**src/logic/ooo_defines.svh**
```systemverilog
`ifndef OOO_DEFINES_SVH
`define OOO_DEFINES_SVH

// Data path width
`define WORD_W 16

// ROB depth with TAG_W as its log2
`define ROB_DEPTH 8
`define TAG_W 3

// ALU reservation stations
`define NUM_RS 3

`endif

```
**src/logic/lc3b_types.sv**
```systemverilog
`include "ooo_defines.svh"

package lc3b_types;

typedef logic [`WORD_W-1:0] lc3b_word;
typedef logic [2:0] lc3b_reg;
typedef logic [`TAG_W-1:0] lc3b_rob_addr;

// LC-3b opcode field from instr[15:12]
typedef enum logic [3:0] {
	op_br   = 4'b0000,
	op_add  = 4'b0001,
	op_ldb  = 4'b0010,
	op_stb  = 4'b0011,
	op_jsr  = 4'b0100,
	op_and  = 4'b0101,
	op_ldr  = 4'b0110,
	op_str  = 4'b0111,
	op_rti  = 4'b1000,
	op_not  = 4'b1001,
	op_ldi  = 4'b1010,
	op_sti  = 4'b1011,
	op_jmp  = 4'b1100,
	op_shf  = 4'b1101,
	op_lea  = 4'b1110,
	op_trap = 4'b1111
} lc3b_opcode;

// Common data bus word
typedef struct packed {
	logic valid;
	lc3b_rob_addr tag;
	lc3b_word data;
} cdb_t;

typedef struct packed {
	logic busy;              // Value still in flight
	lc3b_rob_addr rob_entry; // Producing ROB entry
	lc3b_word data;
} regfile_t;

endpackage

```
**src/logic/ooo_ifs.sv**
```systemverilog
`include "ooo_defines.svh"

// Dispatch from the issue controller to the ALU stations
interface rs_issue_if;
import lc3b_types::*;

lc3b_opcode op;
lc3b_word vj;
lc3b_word vk;
lc3b_rob_addr qj;          // Producer of J when not valid
lc3b_rob_addr qk;
logic valid_j;
logic valid_k;
lc3b_rob_addr dest;        // ROB entry for the result
logic [`NUM_RS-1:0] load;  // One-hot station select

modport issuer(output op, vj, vk, qj, qk, valid_j, valid_k, dest, load);

// Each station gets its load bit on its own port
modport station(input op, vj, vk, qj, qk, valid_j, valid_k, dest);

endinterface

```
**src/logic/alu_station.sv**
```systemverilog
module alu_station
(
	input logic clk,
	input logic arst_n,
	rs_issue_if.station rs,
	input logic load,
	input lc3b_types::cdb_t cdb_in,
	input logic grant,
	output logic busy,
	output logic result_ready,
	output lc3b_types::lc3b_word result,
	output lc3b_types::lc3b_rob_addr result_tag
);
import lc3b_types::*;

lc3b_opcode op;
lc3b_word vj;
lc3b_word vk;
lc3b_rob_addr qj;
lc3b_rob_addr qk;
logic valid_j;
logic valid_k;
logic snoop_j;
logic snoop_k;
logic fire;
lc3b_word alu_out;

// Missing operand shows up on the bus
assign snoop_j = busy && !valid_j && cdb_in.valid && (cdb_in.tag == qj);
assign snoop_k = busy && !valid_k && cdb_in.valid && (cdb_in.tag == qk);
assign fire = busy && valid_j && valid_k && !result_ready;

always_comb
begin
	case (op)
		op_add: alu_out = vj + vk;
		op_and: alu_out = vj & vk;
		default: alu_out = ~vj; // op_not
	endcase
end

always_ff @(posedge clk or negedge arst_n)
begin
	if (!arst_n)
	begin
		busy <= 1'b0;
		result_ready <= 1'b0;
		valid_j <= 1'b0;
		valid_k <= 1'b0;
	end
	else if (load)
	begin
		busy <= 1'b1;
		result_ready <= 1'b0;
		valid_j <= rs.valid_j;
		valid_k <= rs.valid_k;
	end
	else
	begin
		if (snoop_j)
			valid_j <= 1'b1;
		if (snoop_k)
			valid_k <= 1'b1;
		if (fire)
			result_ready <= 1'b1;
		if (grant)
		begin
			busy <= 1'b0; // Result is on the bus this cycle
			result_ready <= 1'b0;
		end
	end
end

always_ff @(posedge clk)
begin
	if (load)
	begin
		op <= rs.op;
		vj <= rs.vj;
		vk <= rs.vk;
		qj <= rs.qj;
		qk <= rs.qk;
		result_tag <= rs.dest;
	end
	else
	begin
		if (snoop_j)
			vj <= cdb_in.data;
		if (snoop_k)
			vk <= cdb_in.data;
		if (fire)
			result <= alu_out;
	end
end

assert property (@(posedge clk) disable iff (!arst_n) load |-> !busy);

// Arbiter only grants a held result
assert property (@(posedge clk) disable iff (!arst_n) grant |-> result_ready);

endmodule

```
**src/logic/cdb_arbiter.sv**
```systemverilog
`include "ooo_defines.svh"

module cdb_arbiter
(
	input logic clk,
	input logic arst_n,
	input logic [`NUM_RS-1:0] request,
	input lc3b_types::lc3b_word result [`NUM_RS],
	input lc3b_types::lc3b_rob_addr result_tag [`NUM_RS],
	output logic [`NUM_RS-1:0] grant,
	output lc3b_types::cdb_t cdb
);
import lc3b_types::*;

localparam int PTR_W = $clog2(`NUM_RS);

logic [PTR_W-1:0] ptr;    // Highest priority requester
logic [PTR_W-1:0] winner;

// Scan from farthest to nearest so the one closest to ptr wins
always_comb
begin
	int idx;
	grant = '0;
	winner = ptr;
	for (int i = `NUM_RS-1; i >= 0; i--)
	begin
		idx = int'(ptr) + i;
		if (idx >= `NUM_RS)
			idx = idx - `NUM_RS;
		if (request[idx])
		begin
			grant = '0;
			grant[idx] = 1'b1;
			winner = PTR_W'(idx);
		end
	end
end

assign cdb = '{valid: |grant, tag: result_tag[winner], data: result[winner]};

always_ff @(posedge clk or negedge arst_n)
begin
	if (!arst_n)
		ptr <= '0;
	else if (|grant)
		ptr <= (winner == PTR_W'(`NUM_RS-1)) ? '0 : winner + 1'b1; // Winner goes last
end

assert property (@(posedge clk) disable iff (!arst_n) $onehot0(grant));

endmodule

```
**src/logic/issue_control.sv**
```systemverilog
`include "ooo_defines.svh"

module issue_control
(
	input logic clk,
	input logic arst_n,
	// Fetch side
	input lc3b_types::lc3b_word instr,
	input logic instr_is_new,
	// Bus snoop for results broadcast this cycle
	input lc3b_types::cdb_t cdb_in,
	// Station and ROB status
	input logic [`NUM_RS-1:0] rs_busy,
	input logic rob_full,
	input lc3b_types::lc3b_rob_addr rob_addr,
	input lc3b_types::regfile_t sr1_in,
	input lc3b_types::regfile_t sr2_in,
	input lc3b_types::lc3b_word rob_sr1_value,
	input lc3b_types::lc3b_word rob_sr2_value,
	input logic rob_sr1_valid,
	input logic rob_sr2_valid,
	// To the stations
	rs_issue_if.issuer rs,
	// To the ROB
	output logic rob_write_enable,
	output lc3b_types::lc3b_opcode rob_opcode,
	output lc3b_types::lc3b_reg rob_dest,
	// To the register status file
	output lc3b_types::lc3b_reg sr1,
	output lc3b_types::lc3b_reg sr2,
	output lc3b_types::lc3b_reg reg_dest,
	output logic ld_reg_busy_dest,
	output lc3b_types::lc3b_rob_addr reg_rob_entry,
	output logic issue_ready
);
import lc3b_types::*;

lc3b_opcode opcode;
lc3b_reg dest_reg;
lc3b_word sext5;
logic is_alu;
logic imm_k;
logic take;
logic [`NUM_RS-1:0] free_sel;
logic j_valid;
logic k_valid;
lc3b_word j_value;
lc3b_word k_value;
lc3b_rob_addr j_tag;
lc3b_rob_addr k_tag;

// Register file, then bus, then ROB, else wait on the tag
function automatic void resolve(
	input regfile_t src,
	input lc3b_word rob_value,
	input logic rob_valid,
	input cdb_t cdb,
	output logic valid,
	output lc3b_word value,
	output lc3b_rob_addr tag
);
	valid = 1'b1;
	value = src.data;
	tag = src.rob_entry;
	if (src.busy)
	begin
		if (cdb.valid && cdb.tag == src.rob_entry)
			value = cdb.data;
		else if (rob_valid)
			value = rob_value;
		else
		begin
			valid = 1'b0;
			value = '0;
		end
	end
endfunction

assign opcode = lc3b_opcode'(instr[15:12]);
assign dest_reg = instr[11:9];
assign sr1 = instr[8:6];
assign sr2 = instr[2:0];
assign sext5 = {{(`WORD_W-5){instr[4]}}, instr[4:0]};

assign issue_ready = !rob_full && !(&rs_busy);
assign is_alu = (opcode == op_add) || (opcode == op_and) || (opcode == op_not);
assign take = issue_ready && instr_is_new && is_alu; // Other opcodes are dropped
assign imm_k = instr[5] || (opcode == op_not);      // NOT has no second source
assign free_sel = ~rs_busy & (rs_busy + 1'b1);      // Lowest clear bit

always_comb
begin
	resolve(sr1_in, rob_sr1_value, rob_sr1_valid, cdb_in, j_valid, j_value, j_tag);
	resolve(sr2_in, rob_sr2_value, rob_sr2_valid, cdb_in, k_valid, k_value, k_tag);
end

assign rs.op = opcode;
assign rs.vj = j_value;
assign rs.qj = j_tag;
assign rs.valid_j = j_valid;
assign rs.vk = imm_k ? sext5 : k_value;
assign rs.qk = k_tag;
assign rs.valid_k = imm_k || k_valid;
assign rs.dest = rob_addr;
assign rs.load = take ? free_sel : '0;

assign rob_write_enable = take;
assign rob_opcode = opcode;
assign rob_dest = dest_reg;

assign reg_dest = dest_reg;
assign ld_reg_busy_dest = take;
assign reg_rob_entry = rob_addr;

// Nothing is allocated on a stalled or empty cycle
assert property (@(posedge clk) disable iff (!arst_n)
	!(issue_ready && instr_is_new) |-> !(rob_write_enable || ld_reg_busy_dest || (|rs.load)));

endmodule

```
**src/logic/ooo_core.sv**
```systemverilog
`include "ooo_defines.svh"

module ooo_core
(
	input logic clk,
	input logic arst_n,
	input lc3b_types::lc3b_word instr,
	input logic instr_is_new,
	output logic issue_ready,
	output logic commit_valid,
	output lc3b_types::lc3b_reg commit_reg,
	output lc3b_types::lc3b_word commit_value
);
import lc3b_types::*;

rs_issue_if rs_bus ();

cdb_t cdb;
logic [`NUM_RS-1:0] rs_busy;
logic [`NUM_RS-1:0] rs_ready;
logic [`NUM_RS-1:0] rs_grant;
lc3b_word rs_result [`NUM_RS];
lc3b_rob_addr rs_tag [`NUM_RS];
logic rob_full;
lc3b_rob_addr rob_addr;
logic rob_write_enable;
lc3b_opcode rob_opcode;
lc3b_reg rob_dest;
lc3b_word rob_sr1_value;
lc3b_word rob_sr2_value;
logic rob_sr1_valid;
logic rob_sr2_valid;
lc3b_rob_addr commit_tag;
regfile_t sr1_status;
regfile_t sr2_status;
lc3b_reg sr1;
lc3b_reg sr2;
lc3b_reg reg_dest;
logic ld_reg_busy_dest;
lc3b_rob_addr reg_rob_entry;

issue_control issue_control_inst (
	.clk, .arst_n, .instr, .instr_is_new,
	.cdb_in(cdb), .rs_busy, .rob_full, .rob_addr,
	.sr1_in(sr1_status), .sr2_in(sr2_status),
	.rob_sr1_value, .rob_sr2_value, .rob_sr1_valid, .rob_sr2_valid,
	.rs(rs_bus),
	.rob_write_enable, .rob_opcode, .rob_dest,
	.sr1, .sr2, .reg_dest, .ld_reg_busy_dest, .reg_rob_entry,
	.issue_ready
);

reg_status_file reg_status_file_inst (
	.clk, .arst_n, .sr1, .sr2,
	.dest(reg_dest), .ld_busy(ld_reg_busy_dest), .rob_entry(reg_rob_entry),
	.commit_valid, .commit_reg, .commit_tag, .commit_value,
	.sr1_out(sr1_status), .sr2_out(sr2_status)
);

// ROB operand lookup follows the producer tags from the register status
reorder_buffer reorder_buffer_inst (
	.clk, .arst_n,
	.write_enable(rob_write_enable), .opcode(rob_opcode), .dest(rob_dest),
	.cdb_in(cdb),
	.sr1_tag(sr1_status.rob_entry), .sr2_tag(sr2_status.rob_entry),
	.rob_addr, .full(rob_full),
	.sr1_value(rob_sr1_value), .sr2_value(rob_sr2_value),
	.sr1_valid(rob_sr1_valid), .sr2_valid(rob_sr2_valid),
	.commit_valid, .commit_reg, .commit_tag, .commit_value
);

for (genvar i = 0; i < `NUM_RS; i++)
begin : g_station
	alu_station alu_station_inst (
		.clk, .arst_n,
		.rs(rs_bus), .load(rs_bus.load[i]),
		.cdb_in(cdb), .grant(rs_grant[i]),
		.busy(rs_busy[i]), .result_ready(rs_ready[i]),
		.result(rs_result[i]), .result_tag(rs_tag[i])
	);
end

cdb_arbiter cdb_arbiter_inst (
	.clk, .arst_n,
	.request(rs_ready), .result(rs_result), .result_tag(rs_tag),
	.grant(rs_grant), .cdb
);

endmodule

```
**src/logic/reg_status_file.sv**
```systemverilog
module reg_status_file
(
	input logic clk,
	input logic arst_n,
	input lc3b_types::lc3b_reg sr1,
	input lc3b_types::lc3b_reg sr2,
	input lc3b_types::lc3b_reg dest,
	input logic ld_busy,
	input lc3b_types::lc3b_rob_addr rob_entry,
	input logic commit_valid,
	input lc3b_types::lc3b_reg commit_reg,
	input lc3b_types::lc3b_rob_addr commit_tag,
	input lc3b_types::lc3b_word commit_value,
	output lc3b_types::regfile_t sr1_out,
	output lc3b_types::regfile_t sr2_out
);
import lc3b_types::*;

lc3b_word data [8];
logic [7:0] busy;
lc3b_rob_addr producer [8];

// Architectural state starts at zero
always_ff @(posedge clk or negedge arst_n)
begin
	if (!arst_n)
	begin
		busy <= '0;
		for (int i = 0; i < 8; i++)
			data[i] <= '0;
	end
	else
	begin
		if (commit_valid)
		begin
			data[commit_reg] <= commit_value;
			// A younger writer keeps the register busy
			if (producer[commit_reg] == commit_tag)
				busy[commit_reg] <= 1'b0;
		end
		if (ld_busy)
			busy[dest] <= 1'b1; // Overrides a same-cycle commit
	end
end

always_ff @(posedge clk)
begin
	if (ld_busy)
		producer[dest] <= rob_entry;
end

assign sr1_out = '{busy: busy[sr1], rob_entry: producer[sr1], data: data[sr1]};
assign sr2_out = '{busy: busy[sr2], rob_entry: producer[sr2], data: data[sr2]};

endmodule

```
**src/logic/reorder_buffer.sv**
```systemverilog
`include "ooo_defines.svh"

module reorder_buffer
(
	input logic clk,
	input logic arst_n,
	input logic write_enable,
	input lc3b_types::lc3b_opcode opcode,
	input lc3b_types::lc3b_reg dest,
	input lc3b_types::cdb_t cdb_in,
	input lc3b_types::lc3b_rob_addr sr1_tag,
	input lc3b_types::lc3b_rob_addr sr2_tag,
	output lc3b_types::lc3b_rob_addr rob_addr,
	output logic full,
	output lc3b_types::lc3b_word sr1_value,
	output lc3b_types::lc3b_word sr2_value,
	output logic sr1_valid,
	output logic sr2_valid,
	output logic commit_valid,
	output lc3b_types::lc3b_reg commit_reg,
	output lc3b_types::lc3b_rob_addr commit_tag,
	output lc3b_types::lc3b_word commit_value
);
import lc3b_types::*;

logic [`ROB_DEPTH-1:0] valid;
logic [`ROB_DEPTH-1:0] done;   // Result received from the bus
lc3b_reg dest_q [`ROB_DEPTH];
lc3b_word value_q [`ROB_DEPTH];
lc3b_rob_addr head;
lc3b_rob_addr tail;
logic [`TAG_W:0] count;

assign rob_addr = tail;        // Next free entry
assign full = (count == `ROB_DEPTH);

// Head retires once its result is in
assign commit_valid = valid[head] && done[head];
assign commit_reg = dest_q[head];
assign commit_tag = head;
assign commit_value = value_q[head];

// Operand lookup by producer tag
assign sr1_value = value_q[sr1_tag];
assign sr1_valid = valid[sr1_tag] && done[sr1_tag];
assign sr2_value = value_q[sr2_tag];
assign sr2_valid = valid[sr2_tag] && done[sr2_tag];

always_ff @(posedge clk or negedge arst_n)
begin
	if (!arst_n)
	begin
		valid <= '0;
		done <= '0;
		head <= '0;
		tail <= '0;
		count <= '0;
	end
	else
	begin
		if (write_enable)
		begin
			valid[tail] <= 1'b1;
			done[tail] <= 1'b0;
			tail <= tail + 1'b1; // Wraps at ROB_DEPTH
		end
		if (cdb_in.valid)
			done[cdb_in.tag] <= 1'b1;
		if (commit_valid)
		begin
			valid[head] <= 1'b0;
			head <= head + 1'b1;
		end
		count <= count + write_enable - commit_valid;
	end
end

always_ff @(posedge clk)
begin
	if (write_enable)
		dest_q[tail] <= dest;
	if (cdb_in.valid)
		value_q[cdb_in.tag] <= cdb_in.data;
end

assert property (@(posedge clk) disable iff (!arst_n) !(write_enable && full));

// Only ALU instructions are allocated
assert property (@(posedge clk) disable iff (!arst_n)
	write_enable |-> opcode inside {op_add, op_and, op_not});

// Each live entry sees exactly one broadcast
assert property (@(posedge clk) disable iff (!arst_n)
	cdb_in.valid |-> valid[cdb_in.tag] && !done[cdb_in.tag]);

endmodule

```
**config.mk**
```make
export PLATFORM = sky130hd
export DESIGN_NAME = ooo_core
export DESIGN_NICKNAME = d
export VERILOG_FILES = /design/src/logic/lc3b_types.sv /design/src/logic/ooo_ifs.sv /design/src/logic/alu_station.sv /design/src/logic/cdb_arbiter.sv /design/src/logic/issue_control.sv /design/src/logic/ooo_core.sv /design/src/logic/reg_status_file.sv /design/src/logic/reorder_buffer.sv
export VERILOG_INCLUDE_DIRS = /design/src /design/src/logic
export SDC_FILE = /design/constraint.sdc
export NUM_CORES = 1
export LEC_CHECK = 0
export BUFFER_PORTS_ARGS = -buffer_cell sky130_fd_sc_hd__buf_4
export CAP_MARGIN = 20
export CORE_MARGIN = 8
export CORE_UTILIZATION = 65
export CTS_CLUSTER_DIAMETER = 150
export DETAILED_ROUTE_END_ITERATION = 16
export PLACE_DENSITY_LB_ADDON = 0.1
export SLEW_MARGIN = 40
export SYNTH_ARGS = -nofsm -noshare
export SYNTH_HDL_FRONTEND = slang
export SYNTH_SLANG_ARGS = --single-unit
```
**constraint.sdc**
```tcl
create_clock -name clk -period 9.2 [get_ports clk]
set_input_delay 0.46 -clock clk [delete_from_list [all_inputs] [get_ports clk]]
set_output_delay 0.46 -clock clk [all_outputs]
set_load 0.005 [all_outputs]
```
After elaboration in Yosys (flattened, before gate mapping)
Memory sizes are Yosys's and may differ from the RTL's.
Index checks and enable logic that the tools add are counted.
{"block": "op_classes", "addsub": 14, "mux": 133, "reduce_logical": 76, "bitwise_logic": 24, "n_eq_ne": 20, "magnitude_cmp": 28}
{"op": "$mux W16", "count": 26}
{"op": "$bwmux W128", "count": 1}
{"op": "$bmux W16 S3", "count": 2}
{"op": "$ge A32 B1 Y1 const B", "count": 3}
{"op": "$lt A32 B4 Y1 const B", "count": 3}
{"op": "$mux W32", "count": 3}
{"op": "$pmux W16 S2", "count": 3}
{"op": "$ge A32 B3 Y1 const B", "count": 2}
{"op": "$sub A32 B3 Y32 const B", "count": 2}
{"op": "$mux W1", "count": 59}
{"op": "$mux W8", "count": 7}
{"op": "$add A16 B16 Y16", "count": 3}
{"op": "$and A16 B16 Y16", "count": 3}
{"op": "$demux W16 S3", "count": 1}
{"op": "$not A16 Y16", "count": 3}
{"op": "$logic_and A1 B1 Y1", "count": 44}
{"op": "$lt A3 B4 Y1 const B", "count": 9}
{"op": "$bmux W16 S2", "count": 1}
{"op": "$eq A3 B3 Y1", "count": 9}
{"op": "$and A8 B8 Y8", "count": 3}
{"op": "$bmux W1 S3", "count": 8}
{"op": "$not A8 Y8", "count": 3}
{"op": "$or A8 B8 Y8", "count": 3}
{"op": "$mux W3", "count": 6}
{"op": "other kinds (33)", "count": 88}
{"block": "word_totals", "ff_bits": 359, "memories": 3, "mem_bits_rw": 176, "output_inout_bits": 21}
{"name": "reorder_buffer_inst.value_q", "depth": 8, "width": 16, "rd": 3, "rd_ports_with_merged_regs": 0, "write_ports": 1, "line": "reorder_buffer.sv:29", "rtl": "lc3b_word value_q [`ROB_DEPTH];"}
{"name": "reg_status_file_inst.producer", "depth": 8, "width": 3, "rd": 3, "rd_ports_with_merged_regs": 0, "write_ports": 1, "line": "reg_status_file.sv:21", "rtl": "lc3b_rob_addr producer [8];"}
{"name": "reorder_buffer_inst.dest_q", "depth": 8, "width": 3, "rd": 1, "rd_ports_with_merged_regs": 0, "write_ports": 1, "line": "reorder_buffer.sv:28", "rtl": "lc3b_reg dest_q [`ROB_DEPTH];"}

Depth between registers and ports, before layout
{"block": "depth", "depth_word": 19, "ltp_mapped": 15, "ltp_nobuf": 13}

Modules after synthesis
A second synthesis with hierarchy kept.
{"block": "unflattened", "hier_cells": 2295, "area_unflattened_um2": 30454.2}
{"mod": "reorder_buffer", "instances": 1, "cells_per_inst": 490, "area_each_um2": 9171.3}
{"mod": "reg_status_file", "instances": 1, "cells_per_inst": 517, "area_each_um2": 8526.9}
{"mod": "alu_station (g_station[0].alu_station_inst ...)", "instances": 2, "cells_per_inst": 336, "area_each_um2": 3535.9}
{"mod": "alu_station (g_station[2].alu_station_inst)", "instances": 1, "cells_per_inst": 298, "area_each_um2": 3367.0}
{"mod": "issue_control", "instances": 1, "cells_per_inst": 195, "area_each_um2": 1398.8}
{"mod": "cdb_arbiter", "instances": 1, "cells_per_inst": 123, "area_each_um2": 918.4}

Least setup slack after synthesis
OpenSTA, ideal clock, no wires.
{"block": "synth_timing", "path_type": "flip-flop to flip-flop", "start": "reg cdb_arbiter_inst.ptr[0]", "end": "reg g_station[1].alu_station_inst.vj[0] (enable)", "synth_period_minus_slack_ns": 4.857, "path_buffers": 3, "setup_slack_ns": 4.343, "arrival_time_ns": 4.422, "stages_incl_launch_ff": 14, "setup_time_ns": 0.436, "required_time_ns": 8.764, "cell_sequence": "dfrtp_1 > inv_1 > ha_1 > buf_2 > nor2b_1 > o31ai_1 > a211o_1 > buf_2 > nand4_1 > nand3_1 > clkbuf_1 > xnor2_1 > nand2_1 > o41ai_1"}
{"block": "synth_via", "elab_chain_cells": 16, "elab_cells_between_ends": 50}
{"item": "start: declaration", "line": "cdb_arbiter.sv:17", "rtl": "logic [PTR_W-1:0] ptr;"}
{"item": "start signal: assignment", "line": "cdb_arbiter.sv:47", "rtl": "ptr <= (winner == PTR_W'(`NUM_RS-1)) ? '0 : winner + 1'b1;"}
{"item": "parallel branches: the longest is 14 deep, another holds $sub A32 B3 Y32"}
{"item": "$logic_and A1 B1 Y1 *", "line": "alu_station.sv:29", "rtl": "assign snoop_j = busy && !valid_j && cdb_in.valid && (cdb_in.tag == qj);"}
{"item": "$reduce_bool A2 Y1 (no line) *"}
{"item": "end signal: assignment", "line": "alu_station.sv:79", "rtl": "vj <= rs.vj;"}
{"item": "end signal: assignment", "line": "alu_station.sv:88", "rtl": "vj <= cdb_in.data;"}
{"item": "end: declaration", "line": "alu_station.sv:17", "rtl": "lc3b_word vj;"}
Mark *: on every way between the ends. The select of a mux whose other input is x is not followed.
A chain may end at the register's enable or synchronous reset.

Worst setup path after layout
{"block": "layout_timing", "start": "reg cdb_arbiter_inst.ptr[0]", "end": "reg g_station[1].alu_station_inst.vk[11], data pin"}
{"block": "layout_via", "elab_chain_cells": 19, "elab_cells_between_ends": 56}
{"item": "parallel branches: the longest is 18 deep, another holds $sub A32 B3 Y32"}
{"item": "$mux W16 *", "line": "alu_station.sv:76", "rtl": "if (load)"}
{"item": "end signal: assignment", "line": "alu_station.sv:80", "rtl": "vk <= rs.vk;"}
{"item": "end signal: assignment", "line": "alu_station.sv:90", "rtl": "vk <= cdb_in.data;"}
{"item": "end: declaration", "line": "alu_station.sv:18", "rtl": "lc3b_word vk;"}
Marked as above.

==> impl_results.rst <==
.. list-table::
   :header-rows: 1

   * - Metric
     - Value
   * - Outcome
     - complete, no violations
   * - Chip width
     - 231 um
   * - Critical path's slowest cell
     - sky130_fd_sc_hd__nand3_1
   * - # clock sinks
     - 535
   * - Most area-hungry cell type in the Yosys netlist
     - sky130_fd_sc_hd__edfxtp_1
   * - P&R area growth vs syn
     - 9.66%
   * - Routed wire per std cell
     - 27.1 um
   * - Reg2Reg Launch Point
     - cdb_arbiter_inst.ptr[0]
   * - Detailed router's first-iteration violation count
     - 3715
   * - DRC violation count after routing
     - 0
   * - Number of gates given a new drive strength after cts
     - 0
   * - CTS tree
     - done
   * - Number of warnings issued by yosys
     - 0
   * - Worst-Skew Late Latency
     - 630 ps
   * - Count of cell types in the netlist
     - 85
   * - Flip-flop and latch count after synthesis
     - 535
   * - Net count, final
     - 2780
   * - TritonRoute pass-1 iters
     - 6
   * - Largest net degree at the start of global routing
     - 91
   * - Clock edge transition at the registers on the reported setup and hold paths
     - 60 ps
   * - Vias per Instance
     - 7.10
   * - Root cell of the clock tree
     - sky130_fd_sc_hd__clkbuf_16
   * - Final critical-path share of the clock period
     - 52.7%
   * - Combined area of all synthesized cells
     - 0.0299 mm^2
   * - Number of top-level design ports
     - 40
   * - Count of endpoints failing hold in the final timing report
     - 0
   * - Hold Crit Start
     - instr[12]
   * - Die Outline Area
     - 0.0532 mm^2
   * - Data required time at the worst endpoint
     - 9520 ps
   * - Half-perimeter wire length after placement
     - 61.3 mm
   * - Std-Cell Rows
     - 78
   * - Class of the worst hold path
     - in -> reg
   * - Arr. time, crit path
     - 5170 ps
   * - Placeable core area
     - 0.0454 mm^2
   * - Share of post-route cells with drive strength above 1
     - 15.9%
   * - Overall track demand over capacity in global routing
     - 33.8%
   * - Kind of launch point of the worst setup path
     - flop
   * - Headroom to the max-slew limit
     - 38.5%
   * - Post-route clock skew
     - 31.9 ps
   * - Total of buffers placed on input and output ports
     - 39
   * - RSZ-0062 raised after global routing
     - false
   * - Fmax achieved
     - 206 MHz
   * - Floorplan die height
     - 231 um
   * - Wire length of the first global-routing pass
     - 138 mm
   * - Worst-case clock buffer depth
     - 3
   * - Fraction of post-synthesis cell area in the top cell type by area
     - 36.0%
   * - Antenna Cells
     - 0
   * - Post-synth EDFFs
     - 359
   * - Depth of the most critical reg-to-reg path
     - 12
   * - Final setup violation count
     - 0
   * - Via count
     - 23700
   * - Via count of the first global-routing pass
     - 22600
   * - Top cells by area, synth
     - sky130_fd_sc_hd__edfxtp_1 36%, sky130_fd_sc_hd__dfrtp_1 15%, sky130_fd_sc_hd__mux4_2 9.0%
   * - Max incr delay on CP
     - 630 ps
   * - Leakage power
     - 12.5 nW
   * - Worst hold path depth
     - 1
   * - Setup ws final
     - 4350 ps
   * - Antenna violations before repair
     - 1
   * - Slew Viols, Final
     - 0
   * - Worst setup slack after placement
     - 4250 ps
   * - Type of destination of the critical path
     - flop
   * - Crit path max fanout
     - 22
   * - Main flop type after synthesis
     - sky130_fd_sc_hd__edfxtp_1
   * - Cells after synthesis
     - 2713
   * - Net Count, Synth
     - 2795
   * - Start point of the critical path
     - cdb_arbiter_inst.ptr[0]
   * - Transition at the pin with the smallest max-transition slack
     - 922 ps
   * - Critical Path, Cell by Cell
     - inv_1, ha_1, nand3b_1, a21bo_2, a211oi_2, nor2_2, buf_4, a221o_1, a32oi_1, nand3_1, nor3_1, o32ai_1
   * - Type of the worst setup path
     - reg -> reg
   * - Post-synthesis area per instance
     - 11.0 um^2
   * - Final critical path time including I/O delays and setup
     - 4850 ps
   * - Antenna-violating nets left
     - 0
   * - Final RePlAce weighted congestion
     - 0.977
   * - WL final
     - 90.5 mm
   * - Htree depth
     - 2
   * - Fraction of registers with async set or reset after synthesis
     - 32.9%
   * - Sequential fraction of the synthesis area
     - 50.7%
   * - CTS buffer count
     - 55
   * - Power Dens Cells
     - 365 mW/mm^2
   * - Peak supply drop
     - 0.000326 V
   * - Post-route setup TNS
     - 0 ps
   * - Aggregate global routing overflow
     - 0
   * - Initial standard-cell utilization of the core
     - 65.9%
   * - Number of max-capacitance violations reported
     - 0
-- sequential cells by signal, summed over array words and instances, names as in the netlist, 9 cells and up --
signal	cells
reorder_buffer_inst.dest_q	24
reg_status_file_inst.data	128
reg_status_file_inst.producer	24
g_station.alu_station_inst.qk	9
g_station.alu_station_inst.result	48
g_station.alu_station_inst.qj	9
reorder_buffer_inst.value_q	128
g_station.alu_station_inst.op	12
g_station.alu_station_inst.vk	48
g_station.alu_station_inst.vj	48
g_station.alu_station_inst.result_tag	9
-- what timing repair did --
| item | in CTS | in global routing |
|---|---|---|
| hold endpoints to repair | 77 | 0 |
| hold buffers | 1 | 0 |
| setup buffers | 0 | 0 |
-- through the flow --
step	power, W	cells	hold WS [ps]	area [um^2]	utilization, %
after global routing	0.0125	3343	42.8	32800	72.3
after detailed placement	0.00964	3237	487	31000	68.3
after CTS	0.0118	3340	28.0	32700	72.1
after floorplan	0.00763	2713	164	29900	-
after global placement	0.00934	3234	473	30800	67.9
final	0.0120	3343	47.2	32800	72.3
-- worst max-delay path, delay by kind of cell, from the launching register on --
family | cells | cell delay (ps)
AO/OA/AOI/OAI | 5 | 1840
AND/OR/NAND/NOR | 4 | 1390
adder cells (fa/ha/maj) | 1 | 540
flip-flops | 1 | 410
buffers and inverters | 2 | 340
-- Yosys cell counts (30+ instances only) --
cell type                  number
sky130_fd_sc_hd__o22a_1        31
sky130_fd_sc_hd__and3_1        42
sky130_fd_sc_hd__nor2_1       108
sky130_fd_sc_hd__mux2i_1       96
sky130_fd_sc_hd__a211oi_1      46
sky130_fd_sc_hd__nor3_1        37
sky130_fd_sc_hd__o31ai_1       34
sky130_fd_sc_hd__ha_1          59
sky130_fd_sc_hd__inv_1         60
sky130_fd_sc_hd__edfxtp_1     359
sky130_fd_sc_hd__a21oi_1      106
sky130_fd_sc_hd__o21ai_0      173
sky130_fd_sc_hd__clkbuf_1     128
sky130_fd_sc_hd__xnor2_1       49
sky130_fd_sc_hd__dfrtp_1      176
sky130_fd_sc_hd__nand3_1      116
sky130_fd_sc_hd__buf_2         30
sky130_fd_sc_hd__mux4_2       119
sky130_fd_sc_hd__nand2_1      543
-- area by class of cell --
class	instances	area, um^2
Sequential cell	535	15200
Clock buffer	66	1460
Multi-Input combinational cell	1930	14000
Tap cell	600	751
Timing Repair Buffer	107	877
Fill cell	3138	12600
Inverter	69	259
Clock inverter	36	264
-- power breakdown --
group	switching, W	leakage (nW)	internal (W)
Combinational	0.00357	6.23	0.00202
Sequential	0.000519	5.46	0.00369
Clock	0.000968	0.841	0.00121
Total	0.00506	12.5	0.00692
-- cells by family (layout without fill, tap and decap cells) --
group,after synthesis,count (layout),synth area share [%]
xor+xnor,68,68,1.99
buf+inv,248,278,3.37
flops,535,535,50.7
fa+ha+maj,63,63,2.73
compound gates,626,626,14.2
mux,233,233,12.9
simple gates,940,940,14.1
-- final timing paths --
check                                                             end  slack (ps)
max in group asynchronous       g_station[2].alu_station_inst.valid_j        7900
worst min register to register         reg_status_file_inst.data[127]         500
worst min-delay path              g_station[1].alu_station_inst.op[0]          50
worst max register to register   g_station[1].alu_station_inst.vk[11]        4350
worst max-delay path             g_station[1].alu_station_inst.vk[11]        4350
min in group asynchronous               reg_status_file_inst.data[81]         260
-- per-layer routing --
| metal | track usage (%) | routed length (um) | vias up |
|---|---|---|---|
| met5 | 0 | 13 | - |
| met4 | 16.5 | 4880 | 2 |
| met3 | 8.92 | 13000 | 236 |
| met2 | 49.3 | 39200 | 1757 |
| met1 | 46.9 | 33500 | 11600 |
| li1 | - | - | 10100 |
-- cells in the final DEF (no fill, tap or decap), drive strengths merged, types with 9 or more instances in the layout --
master   instances
nand2          543
edfxtp         359
o21ai          184
dfrtp          176
mux4           119
nand3          116
a21oi          109
nor2           108
buf            104
mux2i          103
inv             68
clkbuf          68
ha              59
nor3            51
xnor2           49
a211oi          49
and3            42
o31ai           34
o22a            31
a31oi           30
clkinv          30
a21o            20
xor2            19
a311oi          18
nand4           16
o2bb2ai         16
nor2b           14
o32ai           14
o21a            13
mux2            11
o22ai           11
nand2b          11
o31a            11
o211ai          10
o41ai           10
a41o             9
nor4             9
Power figures use the tool's default switching activity.
